[src/testbench/instr.hex]
// One 32-bit instruction word per line in hex, word index 0 to 63 in order
AA0055FF
AA0155FE
AA0255FD
AA0355FC
AA0455FB
AA0555FA
AA0655F9
AA0755F8
AA0855F7
AA0955F6
AA0A55F5
AA0B55F4
AA0C55F3
AA0D55F2
AA0E55F1
AA0F55F0
AA1055EF
AA1155EE
AA1255ED
AA1355EC
AA1455EB
AA1555EA
AA1655E9
AA1755E8
AA1855E7
AA1955E6
AA1A55E5
AA1B55E4
AA1C55E3
AA1D55E2
AA1E55E1
AA1F55E0
AA2055DF
AA2155DE
AA2255DD
AA2355DC
AA2455DB
AA2555DA
AA2655D9
AA2755D8
AA2855D7
AA2955D6
AA2A55D5
AA2B55D4
AA2C55D3
AA2D55D2
AA2E55D1
AA2F55D0
AA3055CF
AA3155CE
AA3255CD
AA3355CC
AA3455CB
AA3555CA
AA3655C9
AA3755C8
AA3855C7
AA3955C6
AA3A55C5
AA3B55C4
AA3C55C3
AA3D55C2
AA3E55C1
AA3F55C0

[src/rtl/isaPkg.sv]
// Word and address widths, instruction memory geometry and reset vector
`default_nettype none

package isaPkg;

    ////////////////////
    // Word geometry
    ////////////////////

    // Data, address and instruction width of the processor
    localparam int WORD_W = 32;

    // Width of the absolute jump field carried in a J-type instruction
    localparam int IMM_W = 26;

    // Bytes in one word, the step of the sequential address
    localparam int BYTES_PER_WORD = WORD_W / 8;

    // Address bits below the word index
    localparam int WORD_OFFSET_W = $clog2(BYTES_PER_WORD);

    typedef logic [WORD_W-1:0] wordT;

    ////////////////////
    // Instruction memory
    ////////////////////

    localparam int IMEM_WORDS = 64;
    localparam int IMEM_AW = $clog2(IMEM_WORDS);

    // Hex image loaded into the instruction store at elaboration
    localparam string IMEM_FILE = "/design/src/testbench/instr.hex";

    // Program counter value held through reset
    localparam wordT RESET_VECTOR = '0;

endpackage

`default_nettype wire

[src/rtl/fetchPkg.sv]
// Flow-control strobes, target operands and fetch result bundles
`default_nettype none

package fetchPkg;

    ////////////////////
    // Flow control
    ////////////////////

    // Strobes from decode, sampled as plain levels every cycle
    typedef struct packed {
        logic beqz;
        logic bnez;
        logic jump;
        logic jumpReg;
    } flowCtrlT;

    ////////////////////
    // Target operands
    ////////////////////

    // The jump field is sign-extended here, the immediate arrives already extended
    typedef struct packed {
        logic [isaPkg::IMM_W-1:0] jumpValue;
        isaPkg::wordT             extendedImm;
        isaPkg::wordT             registerS1;
    } targetsT;

    ////////////////////
    // Fetch result
    ////////////////////

    typedef struct packed {
        isaPkg::wordT instruction;
        isaPkg::wordT pcPlus4;
    } fetchOutT;

endpackage

`default_nettype wire

[src/rtl/programCounter.sv]
// Program counter register with start-address override
`timescale 1ns/1ps
`default_nettype none

module programCounter (
    input  logic         clk,
    input  logic         rstN,
    input  logic         pcSelect,
    input  isaPkg::wordT startAddress,
    input  isaPkg::wordT nextAddress,
    output isaPkg::wordT currentAddress
);

    import isaPkg::*;

    wordT pcReg;

    ////////////////////
    // Stored counter
    ////////////////////

    // One instruction per cycle, there is no stall
    always_ff @(posedge clk or negedge rstN) begin
        if (!rstN) begin
            pcReg <= RESET_VECTOR;
        end else begin
            pcReg <= nextAddress;
        end
    end

    ////////////////////
    // Start override
    ////////////////////

    // A new program is fetched in the same cycle that pcSelect rises
    always_comb begin
        if (pcSelect) begin
            currentAddress = startAddress;
        end else begin
            currentAddress = pcReg;
        end
    end

endmodule

`default_nettype wire

[src/rtl/nextPcLogic.sv]
// Branch condition, target adders and next program counter selection
`timescale 1ns/1ps
`default_nettype none

module nextPcLogic (
    input  isaPkg::wordT       currentAddress,
    input  logic               zFlag,
    input  fetchPkg::flowCtrlT flow,
    input  fetchPkg::targetsT  targets,
    output isaPkg::wordT       pcPlus4,
    output isaPkg::wordT       nextAddress
);

    import isaPkg::*;

    wordT seqAddress;
    wordT shiftedImm;
    wordT branchTarget;
    wordT jumpTarget;
    wordT absTarget;
    logic branchTaken;

    ////////////////////
    // Adders
    ////////////////////

    assign seqAddress = currentAddress + wordT'(BYTES_PER_WORD);

    // Branch offset counts words, so it becomes a byte offset here
    assign shiftedImm = {
        targets.extendedImm[WORD_W-WORD_OFFSET_W-1:0],
        {WORD_OFFSET_W{1'b0}}
    };

    assign branchTarget = seqAddress + shiftedImm;

    ////////////////////
    // Jump targets
    ////////////////////

    assign absTarget = {
        {(WORD_W-IMM_W){targets.jumpValue[IMM_W-1]}},
        targets.jumpValue
    };

    always_comb begin
        if (flow.jumpReg) begin
            jumpTarget = targets.registerS1;
        end else begin
            jumpTarget = absTarget;
        end
    end

    ////////////////////
    // Branch condition
    ////////////////////

    // Not-zero is simply the complement of the zero flag
    assign branchTaken = (flow.beqz && zFlag) || (flow.bnez && !zFlag);

    ////////////////////
    // Next address
    ////////////////////

    // A jump wins over a branch taken in the same cycle
    always_comb begin
        if (flow.jump) begin
            nextAddress = jumpTarget;
        end else if (branchTaken) begin
            nextAddress = branchTarget;
        end else begin
            nextAddress = seqAddress;
        end
    end

    assign pcPlus4 = seqAddress;

endmodule

`default_nettype wire

[src/rtl/instructionMemory.sv]
// Read-only word-addressed instruction store loaded from a hex image
`timescale 1ns/1ps
`default_nettype none

module instructionMemory (
    input  isaPkg::wordT address,
    output isaPkg::wordT instruction
);

    import isaPkg::*;

    wordT              memArray [0:IMEM_WORDS-1];
    logic [IMEM_AW-1:0] wordIndex;

    ////////////////////
    // Image load
    ////////////////////

    initial begin
        $readmemh(IMEM_FILE, memArray);
    end

    ////////////////////
    // Read port
    ////////////////////

    // Byte offset bits are dropped and upper bits ignored, so the store wraps
    assign wordIndex = address[IMEM_AW+WORD_OFFSET_W-1:WORD_OFFSET_W];

    // asynchronous read, valid in the cycle the address is presented
    assign instruction = memArray[wordIndex];

endmodule

`default_nettype wire

[src/rtl/fetchUnit.sv]
// Instruction fetch top level with program counter, next-address logic and memory
`timescale 1ns/1ps
`default_nettype none

module fetchUnit (
    input  logic               clk,
    input  logic               rstN,
    input  logic               pcSelect,
    input  isaPkg::wordT       startAddress,
    input  logic               zFlag,
    input  fetchPkg::flowCtrlT flow,
    input  fetchPkg::targetsT  targets,
    output fetchPkg::fetchOutT fetched
);

    import isaPkg::*;
    import fetchPkg::*;

    wordT currentAddress;
    wordT nextAddress;
    wordT pcPlus4;
    wordT instruction;

    ////////////////////
    // Input side
    ////////////////////

    programCounter pcInst (
        .clk            (clk),
        .rstN           (rstN),
        .pcSelect       (pcSelect),
        .startAddress   (startAddress),
        .nextAddress    (nextAddress),
        .currentAddress (currentAddress)
    );

    ////////////////////
    // Next address
    ////////////////////

    nextPcLogic nextPcInst (
        .currentAddress (currentAddress),
        .zFlag          (zFlag),
        .flow           (flow),
        .targets        (targets),
        .pcPlus4        (pcPlus4),
        .nextAddress    (nextAddress)
    );

    ////////////////////
    // Output side
    ////////////////////

    instructionMemory imemInst (
        .address     (currentAddress),
        .instruction (instruction)
    );

    // Whole path is combinational, the bundle belongs to the current address
    assign fetched = fetchOutT'{instruction: instruction, pcPlus4: pcPlus4};

endmodule

`default_nettype wire

[config.mk]
export PLATFORM = sky130hd
export DESIGN_NAME = fetchUnit
export DESIGN_NICKNAME = d
export VERILOG_FILES = /design/src/rtl/isaPkg.sv /design/src/rtl/fetchPkg.sv /design/src/rtl/programCounter.sv /design/src/rtl/nextPcLogic.sv /design/src/rtl/instructionMemory.sv /design/src/rtl/fetchUnit.sv
export SDC_FILE = /design/constraint.sdc
export NUM_CORES = 1
export LEC_CHECK = 0
export BUFFER_PORTS_ARGS = -buffer_cell sky130_fd_sc_hd__buf_2
export CAP_MARGIN = 40
export CORE_MARGIN = 3
export CORE_UTILIZATION = 30
export DETAILED_ROUTE_END_ITERATION = 8
export GPL_TIMING_DRIVEN = 0
export MAX_ROUTING_LAYER = met4
export PLACE_DENSITY_LB_ADDON = 0.2
export SLEW_MARGIN = 20
export SYNTH_ARGS = -nofsm -noshare
export SYNTH_HDL_FRONTEND = slang
export SYNTH_SLANG_ARGS = --single-unit
[constraint.sdc]
create_clock -name clk -period 4.7 [get_ports clk]
set_clock_uncertainty 0.2 [all_clocks]
set_input_delay 0.235 -clock clk [delete_from_list [all_inputs] [get_ports clk]]
set_output_delay 0.235 -clock clk [all_outputs]
set_load 0.03 [all_outputs]
==> impl_results.md <==
* Vias in the first global route at between 4,000 and 5,000
* CORE AREA at roughly 0.015 mm²
* Leading post-synthesis cells by cell area: dfrtp_1 17%, mux2i_1 9.8%, ha_1 9.6%
* Synth Area in Adders at between 10% and 20%
* Mapped Cells at about 580
* 1st-pass router iterations at 5
* Crit Path Max Fanout at 5
* Synth top area share at between 15 and 20%
* Multiplexer share of the synthesized area at between 10% and 20%
* Starting Density at between 30% and 40%
* GP Congestion at around 0.86
* Critical Path AT at between 4 and 5 ns
* WL final at 16,800 µm
* Minimum hold slack at ~0.067 ns
* CTS tree: done
* Min Tclk post-route at ~4.5 ns
* Final Max Tran Viols at 0
* Simple-gate share of the synthesized area at between 10% and 20%
* Leak Pwr at approximately 3.0 nW
* Worst slew pin tran at around 0.87 ns
* HPWL Detailed at 14,600 µm
* CTS H-tree lvls at 2
* Max FFs per register at 32
* Top Registers: pcInst.pcReg (32)
* Maximum clock rate at 222 MHz
* Worst-path clk slew at roughly 0.050 ns
* Slowest-stage cell, CP: nor3b_1
* CP most frequent cell: or3_1
* WL/cell at 17.0 µm
* XOR/XNOR Fraction of Synth Area at between 10% and 20%
* Pwr/cell area at ~280 mW/mm²
* Most flops, register: pcInst.pcReg
* Worst-Skew Late Latency at ~0.27 ns
* Total track usage at slightly below 20%
* DRT iter0 DRCs at ~320
* Most common cell in the netlist: nand2_1
* Final nets at 947
* Vias at between 4,000 and 5,000
* Die H at 131 µm
* GRT Residual Overflow at 0
* Area Overhead vs Synth at 34.1%
* Worst path max stage delay at around 0.47 ns
* Fin. Hold Viols at 0
* Die W at around 130 µm
* First-pass GRT wire length at 25,800 µm
* Share of layout cells above drive strength 1 at between 30% and 40%
* CTS Buffer Depth at 2
* Period utilization at between 90% and 100%
* Mean Syn Cell Area at approximately 8 µm²
* Post-layout total power at 1.76 mW
* Number of diodes at 0
* Top cell type by total area after synthesis: dfrtp_1
* Min-delay worst type: primary input to flop
* Die area at 0.0172 mm²
* Max Cap Viol at 0
* Setup violations, final at 0
* TritonCTS Buffers at 5
* CP cell instances: nand4b_1, a221oi_4, nand3_1, nor3b_1, nand2_1, xor2_1, mux2i_2, ha_1, or3_1, o211ai_1, o221ai_2, a21oi_2, o21ai_1, xnor2_1, or3_1, a31oi_1
* Post-DR vias/cell at 4.87
* Largest family of logic cells by synthesized area: compound AO/OA/AOI/OAI gates
* Number of antenna violations at the first check in global routing at 0
* WS Path Type: flop to flop
* Clk sinks at 32
* Maximum VDD drop at roughly 0.11 mV
* Largest net degree at the start of global routing at 33
* Row cnt at 45
* CP startpoint kind: flop
* Post-synthesis register bit count at 32
* Synth Area in Compound Gates at 23.4%
* Outcome: completed
* Synth top cells by count: 65 x nand2_1, 46 x a21oi_1, 46 x mux2i_1
* Post-Synthesis Cell Area at around 0.0047 mm²
* Asr flop ratio synth at between 90% and 100%
* CP Capture Type: flop
* Number of synthesized flops with an enable pin at 0
* ANT nets after route at 0
* Relative slew slack at 40.6%
* YS warnings at 0
* Required @ worst endpoint at around 4.7 ns
* Cell count after placement at approximately 1,000
* Drt drc at 0
* Number of fill cells at ~1,600
* I/O Buffers at roughly 160
* Ports at between 150 and 200
* Clock root buffer: clkbuf_16
* Post-synth cell types at 65
* Non-filler cells, final at 992
* Register area share after synthesis at 17.0%
* Dominant synthesized flop cell: dfrtp_1
what timing repair did:
item,4_1_cts,5_1_grt
hold buffers,1,0
setup buffers,2,2
gates resized for setup,5,13
hold endpoints to repair,32,0
endpoints found under the setup margin,7,12
pin swaps,0,3
final timing paths:
path                            slack [ns]  cells past startpoint                          to                        from
worst max register to register        0.20                     16  pcInst.pcReg[31]$_DFF_PN0_  pcInst.pcReg[17]$_DFF_PN0_
max in group asynchronous             3.52                      2   pcInst.pcReg[1]$_DFF_PN0_                        rstN
worst min register to register        0.45                      3   pcInst.pcReg[1]$_DFF_PN0_   pcInst.pcReg[1]$_DFF_PN0_
worst max-delay path                  0.20                     16  pcInst.pcReg[31]$_DFF_PN0_  pcInst.pcReg[17]$_DFF_PN0_
min in group asynchronous             0.34                      2  pcInst.pcReg[30]$_DFF_PN0_                        rstN
worst min-delay path                  0.07                      3  pcInst.pcReg[27]$_DFF_PN0_                 targets[27]
metal layers:
layer | up-vias | share of wire, % | wire length [µm] | GRT usage (%)
met1 | 2218 | 48 | 8040 | 25.8
li1 | 2461 | - | - | -
met4 | 0 | 1.1 | 189 | 4.14
met2 | 143 | 48 | 8110 | 32.4
met3 | 13 | 2.9 | 496 | 1.11
met5 | - | 0 | 0 | -
stage by stage:
stage | area [µm²] | TNS (ns) | util (%) | setup WS (ns)
2_1_floorplan | 5000 | -0.00717 | - | -0.00717
3_3_place_gp | 6040 | -4.43 | 39.6 | -0.654
5_1_grt | 6300 | -0.152 | 41.3 | -0.0641
3_5_place_dp | 6040 | -3.65 | 39.6 | -0.626
4_1_cts | 6230 | 0 | 40.8 | 0.0813
6_report | 6300 | 0 | 41.3 | 0.200
cell usage in the layout, fill, tap and decap left out, types with 9 or more instances in the layout:
master / n
a211oi_1: 15
a21o_1: 9
a21oi_1: 44
a31oi_1: 10
buf_2: 157
buf_4: 36
clkbuf_1: 14
conb_1: 32
dfrtp_1: 32
ha_1: 35
inv_1: 9
mux2i_1: 40
nand2_1: 63
nand3_1: 14
nor2_1: 37
nor3_1: 9
o21ai_0: 26
xnor2_1: 23
xor2_1: 28
critical path: cells and delay by family, from the launching register on:
family	cells	cell delay (ns)
muxes	1	0.38
adders and majority gates	1	0.37
AOI/OAI and AO/OA	6	1.16
DFF	1	0.40
xor gates and xnor gates	2	0.31
and+or+nand+nor	6	1.58
cell families (layout without fill, tap and decap cells):
logic type,after synthesis,count (layout)
adders and majority gates,37,37
AOI/OAI and AO/OA,164,164
DFF,32,32
and+or+nand+nor,172,172
other,1,32
buffers and inverters,65,232
muxes,54,54
xor gates and xnor gates,58,58
layout make-up:
type	count	area [µm²]	share of cell area, %
inverters	9	33.8	0.536
clock buffers	6	129	2.04
clock inverters	2	35.0	0.556
well taps	211	264	4.19
repair buffers	161	821	13.0
plain buffers	54	390	6.19
multi-input cells	517	3830	60.8
flip-flops and latches	32	801	12.7
where the power goes:
group	switching [mW]	leakage, nW	internal (mW)
sequential	0.0399	0.369	0.322
combinational	0.630	2.50	0.409
clock	0.109	0.0808	0.249
Note: power is estimated with default switching activity, not from simulation.
